[config.mk]
export PLATFORM = sky130hd
export DESIGN_NAME = csr_file
export DESIGN_NICKNAME = d
export VERILOG_FILES = /design/src/design/ls_pkg.sv /design/src/design/csr_file.sv
export SDC_FILE = /design/constraint.sdc
export NUM_CORES = 1
export LEC_CHECK = 0
export ABC_AREA = 0
export BUFFER_PORTS_ARGS = -buffer_cell sky130_fd_sc_hd__buf_2
export CAP_MARGIN = 40
export CELL_PAD_IN_SITES_DETAIL_PLACEMENT = 0
export CELL_PAD_IN_SITES_GLOBAL_PLACEMENT = 1
export CORE_MARGIN = 1.5
export CORE_UTILIZATION = 40
export CTS_CLUSTER_SIZE = 28
export DETAILED_ROUTE_END_ITERATION = 10
export MAX_ROUTING_LAYER = met4
export PLACE_DENSITY = 0.83
export SLEW_MARGIN = 20
export SYNTH_ARGS = -nofsm -noshare
export SYNTH_HDL_FRONTEND = slang
export SYNTH_SLANG_ARGS = --single-unit
[constraint.sdc]
create_clock -name clk -period 2 [get_ports clk]
set_clock_uncertainty 0.1 [all_clocks]
set_input_delay 0.1 -clock clk [delete_from_list [all_inputs] [get_ports clk]]
set_output_delay 0.1 -clock clk [all_outputs]
set_load 0.03 [all_outputs]
[src/design/ls_pkg.sv]
package ls_pkg;

    // basic widths
    localparam int XLEN       = 64;
    localparam int ILEN       = 32;
    localparam int RAM_DEPTH  = 256;
    localparam int RAM_AW     = 8;
    localparam int CSR_AW     = 12;

    typedef logic [XLEN-1:0]   xlen_t;
    typedef logic [ILEN-1:0]   instr_t;
    typedef logic [RAM_AW-1:0] ram_addr_t;
    typedef logic [7:0]        byte_mask_t;
    typedef logic [CSR_AW-1:0] csr_addr_t;

    // major opcodes, bits 6..0 of the instruction
    localparam logic [6:0] OPC_LOAD   = 7'b0000011;
    localparam logic [6:0] OPC_STORE  = 7'b0100011;
    localparam logic [6:0] OPC_SYSTEM = 7'b1110011;

    // memory op, same encoding as funct3 of loads and stores
    // bits 1..0 give the access size, bit 2 marks unsigned loads
    typedef enum logic [2:0] {
        MEM_B  = 3'b000,
        MEM_H  = 3'b001,
        MEM_W  = 3'b010,
        MEM_D  = 3'b011,
        MEM_BU = 3'b100,
        MEM_HU = 3'b101,
        MEM_WU = 3'b110
    } memop_e;

    // csr operation, taken from funct3 bits 1..0
    typedef enum logic [1:0] {
        CSR_NONE = 2'b00,
        CSR_RW   = 2'b01,
        CSR_RS   = 2'b10,
        CSR_RC   = 2'b11
    } csr_op_e;

    // machine csr addresses
    localparam csr_addr_t CSR_MTVEC    = 12'h305;
    localparam csr_addr_t CSR_MSCRATCH = 12'h340;
    localparam csr_addr_t CSR_MEPC     = 12'h341;
    localparam csr_addr_t CSR_MCAUSE   = 12'h342;

    // store mask patterns before the lane shift
    localparam byte_mask_t MASK_B = 8'b0000_0001;
    localparam byte_mask_t MASK_H = 8'b0000_0011;
    localparam byte_mask_t MASK_W = 8'b0000_1111;
    localparam byte_mask_t MASK_D = 8'b1111_1111;

    // memory request from the decoder to the aligner
    typedef struct packed {
        logic   wren;
        logic   rden;
        memop_e memop;
        xlen_t  addr;
        xlen_t  wr_data;
    } ls_req_t;

    // csr request from the decoder to the csr file
    typedef struct packed {
        csr_op_e   op;
        csr_addr_t addr;
        xlen_t     wdata;
    } csr_req_t;

endpackage

[src/design/csr_file.sv]
`timescale 1ns/1ps

module csr_file import ls_pkg::*; (
    input  logic     clk,
    input  logic     rst_n_i,
    input  csr_req_t csr_req_i,
    input  logic     trap_i,
    input  xlen_t    pc_i,
    input  xlen_t    trap_cause_i,
    output xlen_t    csr_data_o,
    output xlen_t    mtvec_o,
    output xlen_t    mepc_o
);

    xlen_t mtvec_q;
    xlen_t mepc_q;
    xlen_t mcause_q;
    xlen_t mscratch_q;

    xlen_t old_val;
    xlen_t new_val;
    logic  hit;
    logic  csr_wr;

    // read mux for the addressed register
    always_comb begin
        hit     = 1'b1;
        old_val = '0;
        case (csr_req_i.addr)
            CSR_MTVEC:    old_val = mtvec_q;
            CSR_MEPC:     old_val = mepc_q;
            CSR_MCAUSE:   old_val = mcause_q;
            CSR_MSCRATCH: old_val = mscratch_q;
            default:      hit = 1'b0;
        endcase
    end

    // read-modify-write value
    always_comb begin
        case (csr_req_i.op)
            CSR_RW:  new_val = csr_req_i.wdata;
            CSR_RS:  new_val = old_val | csr_req_i.wdata;
            CSR_RC:  new_val = old_val & ~csr_req_i.wdata;
            default: new_val = old_val;
        endcase
    end

    assign csr_wr = (csr_req_i.op != CSR_NONE) && hit;

    // old value out, zero for no op or unknown address
    assign csr_data_o = csr_wr ? old_val : '0;

    always_ff @(posedge clk or negedge rst_n_i) begin
        if (!rst_n_i) begin
            mtvec_q    <= '0;
            mepc_q     <= '0;
            mcause_q   <= '0;
            mscratch_q <= '0;
        end else begin
            if (csr_wr && csr_req_i.addr == CSR_MTVEC) begin
                mtvec_q <= new_val;
            end
            if (csr_wr && csr_req_i.addr == CSR_MSCRATCH) begin
                mscratch_q <= new_val;
            end
            // trap capture beats a csr write to the same register
            if (trap_i) begin
                mepc_q   <= pc_i;
                mcause_q <= trap_cause_i;
            end else begin
                if (csr_wr && csr_req_i.addr == CSR_MEPC) begin
                    mepc_q <= new_val;
                end
                if (csr_wr && csr_req_i.addr == CSR_MCAUSE) begin
                    mcause_q <= new_val;
                end
            end
        end
    end

    assign mtvec_o = mtvec_q;
    assign mepc_o  = mepc_q;

endmodule

==> summary.txt <==
Floorplanning
  – Height of the die: 198.2 µm
  – Number of cell rows: around 70
  – Die width: 198.2 µm
  – Core area: 37580 µm²
  – Number of top-level pins: roughly 400
  – Die area: 39270 µm²
  – Initial Util: 0.4055

Detailed routing
  – Via density: 6.033
  – Vias: approximately 18000
  – Antenna-violating nets left: 0
  – Detailed Route WL: 67140 µm
  – Pre-Repair DR Iteration Count: 6
  – WL per Instance: roughly 23 µm
  – DR DRC count: 0
  – Initial drt markers: 1534

Synth
  – Post-Synthesis Cells: 1716
  – Cell area after synthesis: approximately 15000 µm²
  – Synth warn: 0
  – Post-synth EDFFs: 0
  – Number of synthesized register bits: approximately 260
  – Post-synth cell types: just over 60
  – Share of flip-flops with an asynchronous set or reset: 1.000
  – Post-Syn Nets: between 1500 and 2000
  – Sequential element share of the synthesized area: 0.4204
  – Primary FF master, synth: dfrtp_1
  – Mapped Avg Cell Area: 8.879 µm²

STA
  – Hold Vio Cnt, Final: 0
  – Fmax: approximately 460 MHz
  – Slew Limit Fails: 0
  – Setup ws final: -170.5 ps
  – Period minus WS final: between 2000 and 2500 ps
  – Worst-Margin Slew: between 500 and 600 ps
  – Unrepaired setup endpoints after global routing: true
  – Setup Viol. Count Final: between 60 and 70
  – Max-Slew Margin vs Limit: 0.6284
  – Hold_ws: approximately 67 ps
  – Period utilization: 1.085

CTS
  – Root Buffer: clkbuf_16
  – Worst skew pair latency: roughly 560 ps
  – H-Tree Depth: 1
  – Inserted Clock Buffers: 30
  – CTS tree: done
  – Clock Sinks: about 260
  – CTS max path bufs: 3
  – CTS clk-pin slew, worst paths: approximately 60 ps

Worst setup path
  – R2R Setup Slk: about 110 ps
  – Worst path max stage delay: roughly 480 ps
  – Crit-path slowest cell: or4_4
  – Reg2reg end: mepc_o[35]
  – Req. time, crit path: roughly 1800 ps
  – R2R cell count: 7
  – Crit path launch type: primary input
  – WP data arrival: roughly 2000 ps
  – Reg2reg start: mscratch_q[35]
  – Top delay family on crit path: simple AND/OR/NAND/NOR gates
  – Crit path kind: in2out
  – Worst setup path start: csr_req_i[75]
  – Crit Path Max Fanout: 32
  – Crit path cell chain: buf_8, nor4bb_4, buf_4, nand2_4, or4_4, buf_12, nor2_4, buf_2
  – Setup crit end kind: output port
  – CP Buf/Inv Count: 4

Global routing
  – Remaining Overflow, GRT: 0
  – First-pass GRT wire length: 101500 µm
  – Initial antenna violation count: 1
  – Total routing usage reported by global routing: 0.3419
  – Number of global-route vias before repair: 17804
  – Largest net degree at the start of global routing: just over 70

Power
  – Pwr Density: slightly below 600 nW/µm²
  – VDD IR max: approximately 0.00060 V
  – Leak: 10.04 nW

Finish
  – Net count reported at finish: 2609
  – Share of layout cells above drive strength 1: 0.3377
  – Fin cells: a little under 3000
  – Layout area overhead: 55.28%
  – Number of fill cells in the layout: about 3100

Hold path
  – Hold Path Origin: trap_i
  – Hold depth: 4
  – Worst Hold Path EP: mepc_o[45]
  – Min-delay worst type: in2reg

Placement
  – Placed insts: between 2000 and 3000
  – HPWL after DPL: between 40000 and 50000 µm
  – Routability congestion estimate: ~0.90
  – Port Buf Inserts: 400

Outcome
  – Status: complete, but fails checks
  – Failing checks: setup timing

Job
  – Number of max-cap violations: 0
-- kinds of logic after synthesis --
family / share of synthesized area
and+or+nand+nor: 0.1755
AOI/OAI and AO/OA: 0.3096
DFF: 0.4204
muxes: 0.04796
buffers and inverters: 0.04541
xor gates and xnor gates: 0.001150
-- worst max-delay path by stage --
stage	endpoint	slack, ps	cells after the start
3_3_place_gp	mscratch_q[22]	-370	8
6_report	csr_data_o[11]	-170	8
3_5_place_dp	mscratch_q[22]	-390	8
4_1_cts	csr_data_o[11]	-120	8
5_1_grt	csr_data_o[28]	-150	8
2_1_floorplan	csr_data_o[11]	-90	7
-- placed cells by master (no fill, tap or decap), types with 21 or more instances in the layout --
cell type,Yosys,final
o2bb2ai_1,75,74
buf_2,22,357
o211ai_1,51,51
nand2_1,231,229
a22oi_1,101,81
dfrtp_1,256,256
clkbuf_16,0,32
dlygate4sd3_1,0,208
nor2_4,0,40
a21oi_1,63,62
buf_4,0,151
nor2_1,119,79
and2_1,23,21
nand3_1,78,76
o22ai_1,26,26
buf_12,0,52
buf_6,3,40
a31oi_1,57,56
a22o_1,36,36
o21ai_0,76,75
nor2b_4,0,28
mux2i_1,73,73
-- routing by layer --
metal | global-route usage | vias up | wire [µm]
li1 | - | 7857 | -
met3 | 0.05212 | 192 | 5653
met5 | - | - | 0
met1 | 0.4442 | 8649 | 27900
met4 | 0.1236 | 0 | 2112
met2 | 0.5410 | 1014 | 31480
-- stage by stage --
stage | utilization | worst slack [ps] | TNS [ps] | total power [mW] | cell area [µm²]
floorplan | - | -93.93 | -5890 | 6.939 | 15780
global placement | 0.5278 | -371.5 | -56130 | 8.052 | 19830
detailed placement | 0.5278 | -386.9 | -56770 | 8.103 | 19830
CTS | 0.6196 | -117.0 | -4561 | 13.99 | 23280
global route | 0.6295 | -145.8 | -6005 | 14.49 | 23660
finish | 0.6296 | -170.5 | -6440 | 14.04 | 23660
-- synth_stat cells, drive strengths merged (26+ instances only) --
master,number,area share
a21oi,63,0.021
a22o,36,0.021
a22oi,101,0.050
a31oi,57,0.023
buf,39,0.013
clkbuf,123,0.030
dfrtp,256,0.42
mux2i,73,0.048
nand2,231,0.057
nand3,78,0.026
nor2,119,0.029
nor2b,38,0.016
o211ai,51,0.025
o21ai,95,0.031
o22ai,26,0.011
o2bb2ai,75,0.043
-- registers in the layout, indices dropped and copies added (netlist names) --
signal	flops
mtvec_o	64
mepc_o	64
mscratch_q	64
mcause_q	64
-- area by class of cell --
cell class,count,area (µm²),share of cell area
Antenna cell,3,7.507,0.0003173
Clock buffer,43,870.8,0.03681
Clock inverter,11,107.6,0.004548
Inverter,9,33.78,0.001428
Multi-Input combinational cell,1289,8971,0.3792
Sequential cell,256,6406,0.2708
Tap cell,511,639.4,0.02702
Timing Repair Buffer,814,6624,0.2800
-- worst register-to-register path: cells and delay by family, from the launching register on --
| family | cells | cell delay [ps] |
|---|---|---|
| DFF | 1 | 400 |
| AOI/OAI and AO/OA | 3 | 360 |
| and+or+nand+nor | 1 | 80 |
| muxes | 1 | 120 |
| buffers and inverters | 2 | 700 |
-- timing repair --
item | CTS | global route
hold buffers | 210 | 0
endpoints found under the hold margin | 512 | 0
setup buffers | 7 | 19
cloned | 1 | 1
pin swaps | 15 | 17
setup endpoints to repair | 64 | 78
resized for setup | 92 | 37
-- power breakdown --
| part | switching (mW) | internal, mW |
|---|---|---|
| Sequential | 0.199 | 5.44 |
| Combinational | 1.59 | 1.25 |
| Clock | 2.30 | 3.26 |
Power figures use the tool's default switching activity.
