File: config.mk
export PLATFORM = sky130hd
export DESIGN_NAME = ls_decode
export DESIGN_NICKNAME = d
export VERILOG_FILES = /design/src/design/ls_pkg.sv /design/src/design/ls_decode.sv
export SDC_FILE = /design/constraint.sdc
export NUM_CORES = 1
export LEC_CHECK = 0
export ABC_AREA = 1
export ABC_CLOCK_PERIOD_IN_PS = 2700
export BUFFER_PORTS_ARGS = -buffer_cell sky130_fd_sc_hd__buf_2
export CORE_AREA = 2 2 184 186
export DETAILED_ROUTE_END_ITERATION = 16
export DIE_AREA = 0 0 186 188
export PLACE_DENSITY = 0.3
export SLEW_MARGIN = 20
export SYNTH_ARGS = -nofsm -noshare
export SYNTH_HDL_FRONTEND = slang
export SYNTH_SLANG_ARGS = --single-unit
File: constraint.sdc
create_clock -name vclk -period 2.7
set_input_delay 0.54 -clock vclk [all_inputs]
set_output_delay 0.54 -clock vclk [all_outputs]
set_load 0.02 [all_outputs]
File: src/design/ls_pkg.sv
package ls_pkg;

    // basic widths
    localparam int XLEN       = 64;
    localparam int ILEN       = 32;
    localparam int RAM_DEPTH  = 256;
    localparam int RAM_AW     = 8;
    localparam int CSR_AW     = 12;

    typedef logic [XLEN-1:0]   xlen_t;
    typedef logic [ILEN-1:0]   instr_t;
    typedef logic [RAM_AW-1:0] ram_addr_t;
    typedef logic [7:0]        byte_mask_t;
    typedef logic [CSR_AW-1:0] csr_addr_t;

    // major opcodes, bits 6..0 of the instruction
    localparam logic [6:0] OPC_LOAD   = 7'b0000011;
    localparam logic [6:0] OPC_STORE  = 7'b0100011;
    localparam logic [6:0] OPC_SYSTEM = 7'b1110011;

    // memory op, same encoding as funct3 of loads and stores
    // bits 1..0 give the access size, bit 2 marks unsigned loads
    typedef enum logic [2:0] {
        MEM_B  = 3'b000,
        MEM_H  = 3'b001,
        MEM_W  = 3'b010,
        MEM_D  = 3'b011,
        MEM_BU = 3'b100,
        MEM_HU = 3'b101,
        MEM_WU = 3'b110
    } memop_e;

    // csr operation, taken from funct3 bits 1..0
    typedef enum logic [1:0] {
        CSR_NONE = 2'b00,
        CSR_RW   = 2'b01,
        CSR_RS   = 2'b10,
        CSR_RC   = 2'b11
    } csr_op_e;

    // machine csr addresses
    localparam csr_addr_t CSR_MTVEC    = 12'h305;
    localparam csr_addr_t CSR_MSCRATCH = 12'h340;
    localparam csr_addr_t CSR_MEPC     = 12'h341;
    localparam csr_addr_t CSR_MCAUSE   = 12'h342;

    // store mask patterns before the lane shift
    localparam byte_mask_t MASK_B = 8'b0000_0001;
    localparam byte_mask_t MASK_H = 8'b0000_0011;
    localparam byte_mask_t MASK_W = 8'b0000_1111;
    localparam byte_mask_t MASK_D = 8'b1111_1111;

    // memory request from the decoder to the aligner
    typedef struct packed {
        logic   wren;
        logic   rden;
        memop_e memop;
        xlen_t  addr;
        xlen_t  wr_data;
    } ls_req_t;

    // csr request from the decoder to the csr file
    typedef struct packed {
        csr_op_e   op;
        csr_addr_t addr;
        xlen_t     wdata;
    } csr_req_t;

endpackage

File: src/design/ls_decode.sv
`timescale 1ns/1ps

module ls_decode import ls_pkg::*; (
    input  logic     valid_i,
    input  instr_t   instr_i,
    input  instr_t   last_instr_i,
    input  xlen_t    rs2_i,
    input  xlen_t    alures_i,
    input  xlen_t    wb_data_i,
    output ls_req_t  mem_req_o,
    output csr_req_t csr_req_o
);

    logic [6:0] opcode;
    logic [2:0] funct3;
    logic       is_load;
    logic       is_store;
    logic       is_system;
    logic       last_is_load;
    logic       fwd_en;

    assign opcode = instr_i[6:0];
    assign funct3 = instr_i[14:12];

    assign is_load   = (opcode == OPC_LOAD);
    assign is_store  = (opcode == OPC_STORE);
    assign is_system = (opcode == OPC_SYSTEM);

    // store rs2 depends on the load just before it
    assign last_is_load = (last_instr_i[6:0] == OPC_LOAD);
    assign fwd_en       = last_is_load && (instr_i[24:20] == last_instr_i[11:7]);

    always_comb begin
        mem_req_o.wren    = valid_i && is_store;
        mem_req_o.rden    = valid_i && is_load;
        mem_req_o.memop   = memop_e'(funct3);
        mem_req_o.addr    = alures_i;
        mem_req_o.wr_data = fwd_en ? wb_data_i : rs2_i;
    end

    // funct3 bits 1..0 select rw, rs or rc; 00 is not a csr access
    always_comb begin
        if (valid_i && is_system) begin
            csr_req_o.op = csr_op_e'(funct3[1:0]);
        end else begin
            csr_req_o.op = CSR_NONE;
        end
        csr_req_o.addr  = instr_i[31:20];
        csr_req_o.wdata = alures_i;
    end

endmodule

==> results of run 1 <==
[cell type report]
class,count,area [sq um]
fill,3925,30300
timing repair buffer,236,1230
multi-input combinational,224,965
tap,448,561
inverter,10,37.5
[worst max-delay path by stage]
stage | startpoint | endpoint | slack (ps) | cells after the start
2_1_floorplan | last_instr_i[4] | mem_req_o[0] | 720 | 9
3_3_place_gp | instr_i[23] | mem_req_o[36] | 310 | 10
3_5_place_dp | instr_i[23] | mem_req_o[49] | 320 | 10
4_1_cts | instr_i[23] | mem_req_o[49] | 310 | 10
5_1_grt | instr_i[23] | mem_req_o[36] | 250 | 10
6_report | instr_i[23] | mem_req_o[41] | 360 | 10
[power by group through the flow]
stage,combinational [mW],clock (mW),sequential (mW)
global placement,0.317,0,0
finish,0.312,0,0
global route,0.346,0,0
detailed placement,0.315,0,0
floorplan,0.441,0,0
CTS,0.317,0,0
[synth_stat cells]
| master | n | area, sq um |
|---|---|---|
| buf_4 | 144 | 1080 |
| clkbuf_8 | 6 | 82.6 |
| nor3_2 | 1 | 10.0 |
| nand3_1 | 66 | 330 |
| nor3b_1 | 1 | 7.51 |
| inv_1 | 10 | 37.5 |
| nor2_1 | 5 | 18.8 |
| nand2_1 | 144 | 541 |
| xnor2_1 | 1 | 8.76 |
| nor2_2 | 3 | 18.8 |
| xor2_1 | 1 | 8.76 |
| buf_12 | 6 | 120 |
| nand2_2 | 1 | 6.26 |
| buf_6 | 7 | 78.8 |
| nor3_1 | 1 | 5.00 |
[worst max-delay path, cell delays in order]
cell and delay (ps):
buf_2 130, inv_1 50, nand2_1 50, nand2_1 60, nand2_1 90, nor2_4 160
buf_12 230, nand3_1 110, nand2_1 130, buf_2 180
[cell families (layout without fill, tap and decap cells)]
kind of cell	count (synthesis)	after routing	share of synthesized area, %
XOR/XNOR	2	2	0.744
buffers and inverters	173	246	59.5
AND/OR/NAND/NOR	222	222	39.8
[layer usage]
layer | vias to the layer above | global-route usage (%) | wire length [microns] | share of wire [%]
met2 | 199 | 8.31 | 4350 | 48
met3 | 54 | 1.28 | 1110 | 12
met4 | 0 | 2.94 | 602 | 6.7
li1 | 1233 | - | - | -
met5 | - | 0 | 0 | 0
met1 | 1007 | 3.73 | 2960 | 33
[metrics by stage]
stage	total power, mW	util (%)
finish	0.312	8.45
global route	0.346	8.45
CTS	0.317	8.45
detailed placement	0.315	8.45
global placement	0.317	8.45
floorplan	0.441	-
==> impl_metrics.env, run 1 <==
export IMPL_first_iter_violations=80
export IMPL_placed_area_sq_um=2800
export IMPL_vias_per_cell=2.72
export IMPL_seq_cell_count=0
export IMPL_fmax_ghz=0.428
export IMPL_overflow=0
export IMPL_cp_arrival_ps=1800
export IMPL_synth_cell_type_count=15
export IMPL_dr_pass1_iters=4
export IMPL_worstPathRequired_ps=2160
export IMPL_n_antenna_cell=0
export IMPL_criticalPathCategory="input port to output port"
export IMPL_clkPwrFrac_pct=0
export IMPL_finalSetupViolCount=0
export IMPL_dp_slack_ps=315
export IMPL_rows=67
export IMPL_ctsHoldBuffers=0
export IMPL_tightest_slew_ps=270
export IMPL_die_height_microns=188
export IMPL_io_buffers=230
export IMPL_syn_area_per_cell_sq_um=5.93
export IMPL_postRouteAntennaNets=0
export IMPL_drive_gt1_share_pct=51.3
export IMPL_switching_share_pct=54.4
export IMPL_nClkBuffers=0
export IMPL_drv_slew=0
export IMPL_syn_nets=654
export IMPL_grt_pass1_wl_microns=11700
export IMPL_fin_crit_ps=2340
export IMPL_yosys_warnings=0
export IMPL_startpoint_type="input port"
export IMPL_p_per_area_nw_per_um2=111
export IMPL_setup_slack_ps=364
export IMPL_final_common_cell="buf_2"
export IMPL_power_switching_uw=170
export IMPL_post_cts_resized=0
export IMPL_wl_per_cell_microns=9.83
export IMPL_end_kind="output port"
export IMPL_min_from="instr_i[27]"
export IMPL_fp_dieArea_sq_um=35000
export IMPL_seqCellArea_sq_um=0
export IMPL_design_area_sq_um=2800
export IMPL_antenna_found_initial=0
export IMPL_finalSetupTns_ps=0
export IMPL_fin_nets=729
export IMPL_drcViolationCount=0
export IMPL_most_common_layout_cells="230 x buf_2, 144 x nand2_1, 66 x nand3_1, 10 x inv_1, 5 x nor2_1"
export IMPL_track_usage_pct=4.30
export IMPL_totalWireLength_microns=9020
export IMPL_cp_max_fo=45
export IMPL_internal_power_uw=142
export IMPL_holdPathStages=0
export IMPL_syn2layout_area_growth_pct=18.8
export IMPL_netlist_area_sq_um=2350
export IMPL_place_gp_congestion=0.664
export IMPL_start_util_pct=7.11
export IMPL_grt_start_max_net_pins=46
export IMPL_seq_area_frac_synth_pct=0
export IMPL_irDropWorstVdd_mv=0.0286
export IMPL_status="finished clean"
export IMPL_io_pins=468
export IMPL_period_share_pct=86.5
export IMPL_p_comb_share_pct=100.0
export IMPL_power_leakage_nw=1.59
export IMPL_core_sq_um=33100
export IMPL_relSlewSlack_pct=82.0
export IMPL_hold_class="input port to output port"
export IMPL_synthCells=397
export IMPL_hold_viol_final=0
export IMPL_cap_violations=0
export IMPL_via_count=2493
export IMPL_hpwlAfterDp_microns=7500
export IMPL_rsz0062_at_grt="no"
export IMPL_post_cts_buffers=0
export IMPL_grt_pass1_vias=2176
export IMPL_dp_cells=918
export IMPL_die_w_microns=186
export IMPL_stdcell_count=918
export IMPL_min_to="csr_req_o[71]"
export IMPL_hold_slack_ps=1080
export IMPL_seqPwrFrac_pct=0
Power figures use the tool's default switching activity.
==> inputs of run 2 (changes only) <==
ABC_AREA = not set   (was 1)
CORE_AREA = 2 2 180 182   (was 2 2 184 186)
DIE_AREA = 0 0 182 184   (was 0 0 186 188)
==> run 2 against run 1 <==
Compared with the run above:
- worst hold slack unchanged
- the flow now finishes with violations (negative setup slack)
- highest routed layer unchanged
- critical path type unchanged
- worst setup slack worse by 420 ps
- fmax down 15%
- combinational power up 25%
- critical endpoint is now mem_req_o[51]
- via count down 24%
- total power up 25%
- global-route usage down 0.55 points
==> impl_metrics.env, run 2 <==
export IMPL_status="complete, but fails checks"
export IMPL_violations="negative setup slack"
export IMPL_antenna_found_initial=0
export IMPL_yosysTopAreaCellShare_pct=53.8
export IMPL_io_pins=468
export IMPL_rows=65
export IMPL_seq_cell_count=0
export IMPL_rsz0062_at_grt="yes"
export IMPL_totalWireLength_microns=8700
export IMPL_fmax_ghz=0.362
export IMPL_die_height_microns=184
export IMPL_fin_nets=588
export IMPL_hold_class="input port to output port"
export IMPL_end_kind="output port"
export IMPL_nClkBuffers=0
export IMPL_grt_start_max_net_pins=23
export IMPL_syn2layout_area_growth_pct=67.6
export IMPL_place_gp_congestion=0.587
export IMPL_min_from="alures_i[46]"
export IMPL_most_common_layout_cells="175 x buf_2, 55 x buf_6, 43 x mux2_4, 16 x mux2_2, 5 x mux2_1"
export IMPL_relSlewSlack_pct=79.8
export IMPL_via_count=1891
export IMPL_start_util_pct=6.36
export IMPL_postRouteAntennaNets=0
export IMPL_io_buffers=230
export IMPL_hold_viol_final=0
export IMPL_min_to="csr_req_o[46]"
export IMPL_synth_area_leaders="buf_4 54%, mux2_2 33%, buf_6 3.4%"
export IMPL_n_antenna_cell=0
export IMPL_stdcell_count=731
export IMPL_final_common_cell="buf_2"
export IMPL_first_iter_violations=14
export IMPL_hpwlAfterDp_microns=6520
export IMPL_die_w_microns=182
export IMPL_finalSetupViolCount=35
export IMPL_synth_cell_type_count=14
export IMPL_syn_area_per_cell_sq_um=8.57
export IMPL_drive_gt1_share_pct=94.5
export IMPL_finalSetupTns_ps=-904
export IMPL_dp_cells=722
export IMPL_hold_slack_ps=1080
export IMPL_synth_common_cells="143 x buf_4, 58 x mux2_2, 6 x buf_6, 6 x mux2_1"
export IMPL_syn_nets=490
export IMPL_tightest_slew_ps=301
export IMPL_drv_slew=0
export IMPL_setup_slack_ps=-59.3
export IMPL_fp_dieArea_sq_um=33500
export IMPL_fin_crit_ps=2760
export IMPL_wl_per_cell_microns=11.9
export IMPL_seq_area_frac_synth_pct=0
export IMPL_seqCellArea_sq_um=0
export IMPL_core_sq_um=31400
export IMPL_period_share_pct=102
export IMPL_cap_violations=0
export IMPL_cp_max_fo=8
export IMPL_yosysMostFrequentCell="buf_4"
export IMPL_finalPower_uw=390
export IMPL_synth_top_area_cell="buf_4"
export IMPL_power_leakage_nw=1.59
export IMPL_netlist_area_sq_um=2000
export IMPL_drcViolationCount=0
export IMPL_irDropWorstVdd_mv=0.0292
export IMPL_criticalPathCategory="input port to output port"
export IMPL_vias_per_cell=2.59
export IMPL_dr_pass1_iters=3
export IMPL_synthCells=233
export IMPL_p_per_area_nw_per_um2=117
export IMPL_yosys_warnings=0
export IMPL_cp_arrival_ps=2220
export IMPL_grt_pass1_wl_microns=9600
export IMPL_holdPathStages=0
export IMPL_overflow=0
export IMPL_track_usage_pct=3.75
export IMPL_startpoint_type="input port"
export IMPL_grt_pass1_vias=1679
export IMPL_worstPathRequired_ps=2160
## run 2: cell types whose count changed after synthesis, moves of 3 or more
cell      change
mux2_2       +58
nand2_1     -143
clkbuf_8      -6
inv_1         -8
buf_12        -6
nand3_1      -64
mux2_1        +6
nor2_2        -3
## run 2: layer usage
metal / vias to the layer above / track usage (%) / share of wire, %
met5: - / 0 / 0
met3: 64 / 1.45 / 13
li1: 822 / - / -
met2: 197 / 7.16 / 50
met4: 0 / 2.77 / 6.8
met1: 808 / 3.14 / 30
## run 2: final cells by class
type / instances / area [sq um]
inverters: 2 / 7.51
well taps: 402 / 503
repair buffers: 245 / 1790
fillers: 3638 / 28000
multi-input cells: 82 / 1050
## run 2: kinds of logic after synthesis
logic type / after synthesis / synth area share (%)
XOR/XNOR: 5 / 2.19
buffers and inverters: 151 / 57.6
AND/OR/NAND/NOR: 13 / 4.14
multiplexers: 64 / 36.1
## run 2: worst max-delay path by stage
stage,depth (start not counted),from,to
6_report,9,instr_i[20],mem_req_o[51]
4_1_cts,8,last_instr_i[5],mem_req_o[49]
5_1_grt,9,instr_i[20],mem_req_o[42]
2_1_floorplan,5,last_instr_i[11],mem_req_o[37]
3_5_place_dp,8,instr_i[20],mem_req_o[42]
3_3_place_gp,8,instr_i[20],mem_req_o[42]
## run 2: report_power, final
part / internal [mW] / switching, mW
Combinational: 0.228 / 0.162
Sequential: 0 / 0
Clock: 0 / 0
Total: 0.228 / 0.162
## run 2: stage by stage
stage	cell area [sq um]	setup WS, ps	utilization, %
final	3340	-59.3	10.7
after global routing	3340	-136	10.7
after CTS	2880	-124	9.16
after detailed placement	2590	-155	8.25
after global placement	2590	-164	8.25
after floorplan	2000	110	-
## run 2: repair_timing
action                     4_1_cts  5_1_grt
resized for setup               58      106
hold buffers                     0        0
setup buffers                    1        2
pin swaps                        2        5
setup endpoints to repair       63       63
gates cloned                     2        5
## run 2: critical path: stages
cell       delay [ps]
buf_8             100
xnor2_2           160
nand3_2           110
nor4_4            260
buf_4             180
buf_12            180
clkbuf_16         180
mux2_2            340
buf_6             130
