`config.mk`:
```
export PLATFORM = sky130hd
export DESIGN_NAME = lsu_align
export DESIGN_NICKNAME = d
export VERILOG_FILES = /design/src/design/ls_pkg.sv /design/src/design/lsu_align.sv
export SDC_FILE = /design/constraint.sdc
export NUM_CORES = 1
export LEC_CHECK = 0
export ABC_AREA = 0
export BUFFER_PORTS_ARGS = -buffer_cell sky130_fd_sc_hd__buf_2
export CORE_AREA = 2 2 131 133
export DETAILED_ROUTE_END_ITERATION = 16
export DIE_AREA = 0 0 133 135
export PLACE_DENSITY = 0.49
export SETUP_SLACK_MARGIN = 0.4
export SYNTH_ARGS = -nofsm -noshare
export SYNTH_HDL_FRONTEND = slang
export SYNTH_SLANG_ARGS = --single-unit
```
`constraint.sdc`:
```
create_clock -name vclk -period 1.7
set_input_delay 0.17 -clock vclk [all_inputs]
set_output_delay 0.17 -clock vclk [all_outputs]
set_load 0.005 [all_outputs]
```
`src/design/ls_pkg.sv`:
```
package ls_pkg;

    // basic widths
    localparam int XLEN       = 64;
    localparam int ILEN       = 32;
    localparam int RAM_DEPTH  = 256;
    localparam int RAM_AW     = 8;
    localparam int CSR_AW     = 12;

    typedef logic [XLEN-1:0]   xlen_t;
    typedef logic [ILEN-1:0]   instr_t;
    typedef logic [RAM_AW-1:0] ram_addr_t;
    typedef logic [7:0]        byte_mask_t;
    typedef logic [CSR_AW-1:0] csr_addr_t;

    // major opcodes, bits 6..0 of the instruction
    localparam logic [6:0] OPC_LOAD   = 7'b0000011;
    localparam logic [6:0] OPC_STORE  = 7'b0100011;
    localparam logic [6:0] OPC_SYSTEM = 7'b1110011;

    // memory op, same encoding as funct3 of loads and stores
    // bits 1..0 give the access size, bit 2 marks unsigned loads
    typedef enum logic [2:0] {
        MEM_B  = 3'b000,
        MEM_H  = 3'b001,
        MEM_W  = 3'b010,
        MEM_D  = 3'b011,
        MEM_BU = 3'b100,
        MEM_HU = 3'b101,
        MEM_WU = 3'b110
    } memop_e;

    // csr operation, taken from funct3 bits 1..0
    typedef enum logic [1:0] {
        CSR_NONE = 2'b00,
        CSR_RW   = 2'b01,
        CSR_RS   = 2'b10,
        CSR_RC   = 2'b11
    } csr_op_e;

    // machine csr addresses
    localparam csr_addr_t CSR_MTVEC    = 12'h305;
    localparam csr_addr_t CSR_MSCRATCH = 12'h340;
    localparam csr_addr_t CSR_MEPC     = 12'h341;
    localparam csr_addr_t CSR_MCAUSE   = 12'h342;

    // store mask patterns before the lane shift
    localparam byte_mask_t MASK_B = 8'b0000_0001;
    localparam byte_mask_t MASK_H = 8'b0000_0011;
    localparam byte_mask_t MASK_W = 8'b0000_1111;
    localparam byte_mask_t MASK_D = 8'b1111_1111;

    // memory request from the decoder to the aligner
    typedef struct packed {
        logic   wren;
        logic   rden;
        memop_e memop;
        xlen_t  addr;
        xlen_t  wr_data;
    } ls_req_t;

    // csr request from the decoder to the csr file
    typedef struct packed {
        csr_op_e   op;
        csr_addr_t addr;
        xlen_t     wdata;
    } csr_req_t;

endpackage

```
`src/design/lsu_align.sv`:
```
`timescale 1ns/1ps

module lsu_align import ls_pkg::*; (
    input  ls_req_t    mem_req_i,
    input  xlen_t      rd_word_i,
    output logic       ram_we_o,
    output ram_addr_t  ram_idx_o,
    output byte_mask_t ram_mask_o,
    output xlen_t      ram_wdata_o,
    output xlen_t      ls_res_o
);

    logic [1:0] size;
    logic [2:0] byte_off;
    byte_mask_t base_mask;
    xlen_t      lane_word;
    xlen_t      wdata;

    // access size lives in the low two bits of memop
    assign size  = mem_req_i.memop[1:0];
    assign wdata = mem_req_i.wr_data;

    // offset with the bits below the access size dropped
    always_comb begin
        case (size)
            2'b00:   byte_off = mem_req_i.addr[2:0];
            2'b01:   byte_off = {mem_req_i.addr[2:1], 1'b0};
            2'b10:   byte_off = {mem_req_i.addr[2], 2'b00};
            default: byte_off = 3'b000;
        endcase
    end

    always_comb begin
        case (size)
            2'b00:   base_mask = MASK_B;
            2'b01:   base_mask = MASK_H;
            2'b10:   base_mask = MASK_W;
            default: base_mask = MASK_D;
        endcase
    end

    assign ram_we_o   = mem_req_i.wren;
    assign ram_idx_o  = mem_req_i.addr[10:3];
    assign ram_mask_o = base_mask << byte_off;

    // store data replicated across all lanes, the mask picks the right one
    always_comb begin
        case (size)
            2'b00:   ram_wdata_o = {8{wdata[7:0]}};
            2'b01:   ram_wdata_o = {4{wdata[15:0]}};
            2'b10:   ram_wdata_o = {2{wdata[31:0]}};
            default: ram_wdata_o = wdata;
        endcase
    end

    // move the addressed lane down to bit 0
    assign lane_word = rd_word_i >> {byte_off, 3'b000};

    always_comb begin
        ls_res_o = '0;
        if (mem_req_i.rden) begin
            case (mem_req_i.memop)
                MEM_B: begin
                    ls_res_o = {{56{lane_word[7]}}, lane_word[7:0]};
                end
                MEM_H: begin
                    ls_res_o = {{48{lane_word[15]}}, lane_word[15:0]};
                end
                MEM_W: begin
                    ls_res_o = {{32{lane_word[31]}}, lane_word[31:0]};
                end
                MEM_D: begin
                    ls_res_o = lane_word;
                end
                MEM_BU: begin
                    ls_res_o = {56'b0, lane_word[7:0]};
                end
                MEM_HU: begin
                    ls_res_o = {48'b0, lane_word[15:0]};
                end
                MEM_WU: begin
                    ls_res_o = {32'b0, lane_word[31:0]};
                end
                default: begin
                    // funct3 111 is no valid load
                    ls_res_o = '0;
                end
            endcase
        end
    end

endmodule

```
==> results.json, run 1 <==
{
  "hold_viol": 0,
  "num_vias": 5193,
  "synth_cells": 505,
  "ios": 342,
  "crit_path_end_kind": "output pin",
  "core_um2": 16410,
  "failed_checks": "negative setup slack",
  "synth_fp_nets": 702,
  "timing.critical_path.from_type": "input pin",
  "seq_area_um2": 0,
  "required_ps": 1530,
  "drt_iter0_markers": 199,
  "fin_cells": 1067,
  "antenna_left": 0,
  "arrival_ps": 1810,
  "maxCapViolCount": 0,
  "wl_um": 20300,
  "setup_ws_ps": -283.4,
  "p_leak_nw": 3.451,
  "synth_cell_types": 48,
  "cp_slowest_stage_delay_ps": 350,
  "seq_cells": 0,
  "antenna_found_initial": 2,
  "hold_class": "input pin to output pin",
  "wl_per_cell_um": 19.03,
  "dp_slack_ps": -444.9,
  "grt_pass1_wl_um": 28850,
  "cts.hold.buffers_added": 0,
  "pwr_density_cell_nw_per_um2": 295.4,
  "drcViolationCount": 0,
  "crit_fanout": 7,
  "report.final.slew_viol_count": 0,
  "start_util": 0.1926,
  "post-route-min-period_ps": 1983,
  "n_clock_buffer": 0,
  "dr.pass1.iters": 4,
  "synthesis.area_um2": 3159,
  "period_share": 1.167,
  "std_cell_rows": 47,
  "synth_top_cell_by_area": "mux2i_1",
  "yosysTopAreaCellShare": 0.1648,
  "worst_slew_pin_slew_ps": 366.6,
  "die_area_um2": 17960,
  "critPathSlowestCell": "a211oi_4",
  "gp_congestion": 0.8452,
  "layout.nets": 1044,
  "portBuffers": 271,
  "grt_pass1_vias": 4987,
  "die_h_um": 135,
  "die_w_um": 133,
  "fmax_ghz": 0.5042,
  "placed_cells": 1020,
  "track_usage": 0.2019,
  "rsz0062_at_grt": "true",
  "irDropWorstVdd_mv": 0.09796,
  "grt_max_degree": 30,
  "slew_headroom": 0.7538,
  "area_growth_pct": 117.3,
  "synth_area_per_cell_um2": 6.256,
  "routed_via_density": 4.867,
  "drive_gt1_frac": 0.6308,
  "place_hpwl_um": 14590,
  "p_total_w": 0.002028,
  "synth_warnings": 0,
  "setup_viol": 72,
  "synth-seq-area-share": 0,
  "status": "complete, but fails checks",
  "synthTopCellsByCount": "a21oi_1, nand2_1, mux2i_1, nor2_1, mux2_2",
  "path_cells": "buf_12, nand2b_4, mux2_4, a21oi_4, a31oi_4, a211oi_4, buf_6, nand2_2, buf_2",
  "gr-total-overflow": 0,
  "synth.area.top_cells": "mux2i_1, a21oi_1, mux2_2, nand2_1, o21ai_0",
  "crit_type": "input pin to output pin"
}
## metrics by stage
stage / cell area [um^2] / hold WS [ps] / TNS (ps) / utilization
after floorplan: 3299 / 420.8 / -2162 / -
after global placement: 5291 / 340.0 / -19390 / 0.3225
after detailed placement: 5291 / 340.0 / -21080 / 0.3225
after CTS: 6060 / 340.0 / -12230 / 0.3693
after global routing: 6867 / 340.0 / -19960 / 0.4185
final: 6867 / 340.0 / -12560 / 0.4185
## layout by cell type (no fill, tap or decap), types with 24 or more instances in the layout
master   instances
nand2_1         76
mux2i_1         41
nor2_1          33
o21ai_0         24
a21oi_1         61
buf_6           41
a21oi_2         25
mux2_4          33
buf_4           77
buf_2          238
## report_power, final
part                total (W)    internal (W)  switching, W
Clock          0.000000000158  0.000000000158             0
Sequential                  0               0             0
Combinational         0.00203         0.00108      0.000953
## kinds of logic after synthesis
logic type	count (synthesis)	share of synthesized area
compound gates	173	0.3355
buf+inv	72	0.1188
mux	87	0.2943
simple gates	173	0.2515
## worst max-delay path, delay by kind of cell
family                 cells  cell delay (ps)
multiplexers               1              310
buffers and inverters      3              460
AND/OR/NAND/NOR            2              220
AO/OA/AOI/OAI              3              640
## layout make-up
cell class	instances	area [um^2]
fill	1676	9540
multi-input combinational	433	3362
timing repair buffer	400	3179
tap	220	275.3
inverter	12	45.04
antenna	2	5.005
## final timing paths
path / startpoint / to / cells past startpoint
worst min-delay path: mem_req_i[73] / ram_idx_o[6] / 0
worst max-delay path: mem_req_i[128] / ls_res_o[32] / 9
## timing repair
item,CTS,global route
gates cloned,11,5
gates resized for setup,92,126
setup buffers,14,15
pin swaps,22,37
endpoints found under the setup margin,128,121
## layer usage
| layer | global-route usage | share of wire | up-vias |
|---|---|---|---|
| li1 | - | - | 2499 |
| met1 | 0.2594 | 0.42 | 2445 |
| met2 | 0.3699 | 0.51 | 224 |
| met3 | 0.02027 | 0.055 | 25 |
| met4 | 0.03405 | 0.020 | 0 |
| met5 | 0 | 0 | - |
No activity file was read; power rests on OpenSTA's default activity.
==> run 2, diff against run 1 <==
--- a/config.mk
+++ b/config.mk
@@ -6,11 +6,11 @@
 export NUM_CORES = 1
 export LEC_CHECK = 0
 export ABC_AREA = 0
-export BUFFER_PORTS_ARGS = -buffer_cell sky130_fd_sc_hd__buf_2
-export CORE_AREA = 2 2 131 133
+export CORE_AREA = 2 2 133 135
 export DETAILED_ROUTE_END_ITERATION = 16
-export DIE_AREA = 0 0 133 135
-export PLACE_DENSITY = 0.49
+export DIE_AREA = 0 0 135 137
+export DONT_BUFFER_PORTS = 1
+export PLACE_DENSITY = 0.3
 export SETUP_SLACK_MARGIN = 0.4
 export SYNTH_ARGS = -nofsm -noshare
 export SYNTH_HDL_FRONTEND = slang
==> run 2 against run 1 <==
Effect of this change:
- the flow still finishes with violations (negative setup slack)
- sequential cell count is the same
- first-iteration DRC count grew 2.5%
- sequential share of layout area is the same
- critical endpoint is now ls_res_o[37]
- largest cell class unchanged
==> results.json, run 2 (synthesis results as in run 1) <==
{
  "status": "complete, but fails checks",
  "failed_checks": "negative setup slack",
  "irDropWorstVdd_mv": 0.08707,
  "placed_cells": 743,
  "layout_common_cells": "nand2_1, buf_4, a21oi_1",
  "crit_fanout": 63,
  "hold_class": "input pin to output pin",
  "cpLargestDelayFamily": "buffers and inverters",
  "std_cell_rows": 48,
  "grt_pass1_vias": 3779,
  "gr-total-overflow": 0,
  "post_dp_cell_area_um2": 3844,
  "grt_pass1_wl_um": 23280,
  "gp_congestion": 0.8359,
  "wl_per_cell_um": 21.92,
  "antenna_left": 0,
  "worst_slew_pin_slew_ps": 1023,
  "cp_slowest_stage_delay_ps": 250,
  "grt_max_degree": 91,
  "p_leak_nw": 1.854,
  "drt_iter0_markers": 204,
  "slew_headroom": 0.3161,
  "postLayoutCellArea_um2": 4649,
  "antenna_found_initial": 0,
  "wl_um": 16880,
  "maxCapViolCount": 0,
  "num_vias": 3966,
  "critPathSlowestCell": "o221a_2",
  "timing.critical_path.from_type": "input pin",
  "routed_via_density": 5.151,
  "setup_viol": 34,
  "crit_type": "input pin to output pin",
  "die_area_um2": 18500,
  "seq_area_um2": 0,
  "crit_path_end_kind": "output pin",
  "fmax_ghz": 0.5593,
  "drcViolationCount": 0,
  "core_um2": 17060,
  "die_w_um": 135,
  "fin_cells": 770,
  "portBuffers": 0,
  "num_antenna_cells": 0,
  "layout.nets": 744,
  "worst-path-buf-inv": 4,
  "track_usage": 0.1614,
  "report.final.slew_viol_count": 0,
  "setup_ws_ps": -88.10,
  "required_ps": 1530,
  "drive_gt1_frac": 0.4239,
  "dr.pass1.iters": 4,
  "ios": 342,
  "post-route-min-period_ps": 1788,
  "period_share": 1.052,
  "die_h_um": 137,
  "final_common_cell": "nand2_1",
  "cts.hold.buffers_added": 0,
  "rsz0062_at_grt": "true",
  "path_cells": "nand2b_4, buf_4, a21oi_1, o221a_2, nor3b_1, buf_4, a211oi_4, buf_12, buf_12, nand2_1",
  "n_clock_buffer": 0,
  "hold_viol": 0,
  "place_hpwl_um": 13320,
  "pwr_density_cell_nw_per_um2": 260.4,
  "seq_cells": 0,
  "start_util": 0.1852,
  "arrival_ps": 1620,
  "area_growth_pct": 47.17,
  "fillers": 1875
}
run 2: cell types whose count changed in the layout (fill, tap and decap cells not counted), moves of 7 or more:
cell      previous run  this run
buf_2              238         0
buf_6               41        12
mux2_2               1        26
mux2_4              33         8
o21ai_0             24         4
o21ai_1              7        25
buf_12              18        10
a211oi_2             6        13
buf_16              11         4
mux2i_4              3        10
run 2: stage by stage:
step	util	TNS (ps)	total power (W)	hold slack (ps)	setup slack, ps
final	0.2726	-1971	0.001211	340.0	-88.10
after detailed placement	0.2254	-3183	0.0009952	340.0	-113.3
after CTS	0.2499	-2156	0.001120	340.0	-95.09
after global placement	0.2254	-3729	0.001001	340.0	-116.7
after global routing	0.2726	-5898	0.001314	340.0	-164.3
after floorplan	-	-2162	0.0007545	420.8	-107.5
run 2: cell type report:
class | count | area (um^2) | area share
multi-input cells | 433 | 3289 | 0.7075
well taps | 225 | 281.5 | 0.06055
repair buffers | 100 | 1033 | 0.2223
inverters | 12 | 45.04 | 0.009688
run 2: what timing repair did:
action	CTS	global route
setup endpoints to repair	65	66
pin swaps	20	26
resized for setup	79	60
cloned	3	1
buffers inserted	13	10
run 2: worst paths after layout:
check	startpoint	cells after the start	slack, ps	endpoint
worst max-delay path	mem_req_i[128]	10	-90	ls_res_o[37]
worst min-delay path	mem_req_i[69]	0	340	ram_idx_o[2]
run 2: power by group:
part           leakage (nW)  internal [W]  switching, W
combinational          1.85      0.000598      0.000613
clock                     0             0             0
sequential                0             0             0
total                  1.85      0.000598      0.000613
run 2: routing by layer:
metal | vias up | routed length, um | track usage
li1 | 1893 | - | -
met1 | 1872 | 6941 | 0.1961
met2 | 191 | 8571 | 0.3037
met3 | 10 | 1217 | 0.03037
met4 | 0 | 150 | 0.01678
met5 | - | 0 | 0
==> run 3, diff against run 2 <==
==> constraint.sdc (replaced) <==
create_clock -name vclk -period 1.9
set_input_delay 0.19 -clock vclk [all_inputs]
set_output_delay 0.19 -clock vclk [all_outputs]
set_load 0.005 [all_outputs]
==> run 3 against run 2 <==
Effect of this change:
- the run now ends clean
- critical path depth is 2 lower
- global-route usage rose by 0.77 points
- die area stayed put
- power shrank 7.0%
- setup slack improved by 120 ps
- critical endpoint unchanged
- highest routed layer unchanged
==> results.json, run 3 (synthesis results as in run 1) <==
{
  "start_util": 0.1852,
  "routed_via_density": 5.420,
  "final_common_cell": "nand2_1",
  "n_clock_buffer": 0,
  "area_growth_pct": 50.14,
  "grt_pass1_wl_um": 24200,
  "crit_fanout": 63,
  "finalSetupTns_ps": 0,
  "drt_iter0_markers": 118,
  "gp_congestion": 0.8093,
  "antenna_left": 0,
  "period_share": 0.9847,
  "die_h_um": 137,
  "grt_max_degree": 91,
  "cts.hold.buffers_added": 0,
  "rsz0062_at_grt": "true",
  "pwr_density_cell_nw_per_um2": 237.3,
  "wl_per_cell_um": 24.09,
  "gr-total-overflow": 0,
  "wl_um": 17850,
  "path_cells": "nand2b_4, mux2_4, a21oi_4, a31oi_4, a211oi_4, buf_6, buf_12, nand2_1",
  "grt_pass1_vias": 3815,
  "p_leak_nw": 1.792,
  "seq_cells": 0,
  "p_total_w": 0.001125,
  "num_antenna_cells": 0,
  "drive_gt1_frac": 0.4438,
  "num_vias": 4016,
  "die_w_um": 135,
  "arrival_ps": 1680,
  "slew_headroom": 0.2585,
  "fmax_ghz": 0.5345,
  "track_usage": 0.1691,
  "postLayoutCellArea_um2": 4743,
  "layout.nets": 715,
  "dr.pass1.iters": 5,
  "std_cell_rows": 48,
  "drcViolationCount": 0,
  "setup_ws_ps": 29.16,
  "core_um2": 17060,
  "setup_viol": 0,
  "timing.critical_path.from_type": "input pin",
  "die_area_um2": 18500,
  "ios": 342,
  "irDropWorstVdd_mv": 0.08334,
  "crit_type": "input pin to output pin",
  "maxCapViolCount": 0,
  "crit_path_end_kind": "output pin",
  "seq_area_um2": 0,
  "place_hpwl_um": 13470,
  "antenna_found_initial": 0,
  "layout_common_cells": "nand2_1, a21oi_1, mux2i_1",
  "fillers": 1870,
  "dp_slack_ps": -7.041,
  "status": "finished clean",
  "hold_class": "input pin to output pin",
  "critPathSlowestCell": "mux2_4",
  "report.final.slew_viol_count": 0,
  "required_ps": 1710,
  "whs_path_depth": 0,
  "worst_slew_pin_slew_ps": 1110,
  "multiInputGateArea_um2": 3516,
  "portBuffers": 0,
  "hold_viol": 0,
  "post_dp_cell_area_um2": 3515,
  "cp_slowest_stage_delay_ps": 320,
  "post-route-min-period_ps": 1871,
  "post-route-util": 0.2781
}
run 3: changes by cell type in the layout (fill, tap and decap cells not counted), sizes merged:
| cell | delta |
|---|---|
| buf | -30 |
| bufbuf | +1 |
run 3: final timing paths:
path | endpoint | start | slack, ps
worst min-delay path | ram_idx_o[3] | mem_req_i[70] | 380
worst max-delay path | ls_res_o[37] | mem_req_i[128] | 30
run 3: area by class of cell:
cell class | instances | share of cell area
multi-input combinational | 433 | 0.7412
timing repair buffer | 71 | 0.1899
tap | 225 | 0.05935
inverter | 12 | 0.009496
run 3: report_power, final:
part           internal (W)  switching [W]
Sequential                0              0
Combinational      0.000520       0.000606
Clock                     0              0
run 3: critical path: cells and delay by family:
kind | cells | cell delay [ps]
simple gates | 2 | 240
mux | 1 | 320
compound gates | 3 | 610
buf+inv | 2 | 310
run 3: stage by stage:
stage	std cells	hold WS, ps
floorplan	505	460.8
global placement	711	380.0
detailed placement	711	380.0
CTS	725	380.0
global route	741	380.0
finish	741	380.0
run 3: per-layer routing:
layer	track usage	vias up	wire length [um]
met4	0.01505	0	275
met2	0.3218	232	9066
met5	0	-	0
li1	-	1846	-
met1	0.2058	1911	7119
met3	0.02815	27	1391
run 3: timing repair:
| action | CTS | global route |
|---|---|---|
| resized for setup | 71 | 130 |
| setup buffers | 7 | 14 |
| gates cloned | 7 | 2 |
| setup endpoints to repair | 63 | 64 |
| pin swaps | 21 | 29 |
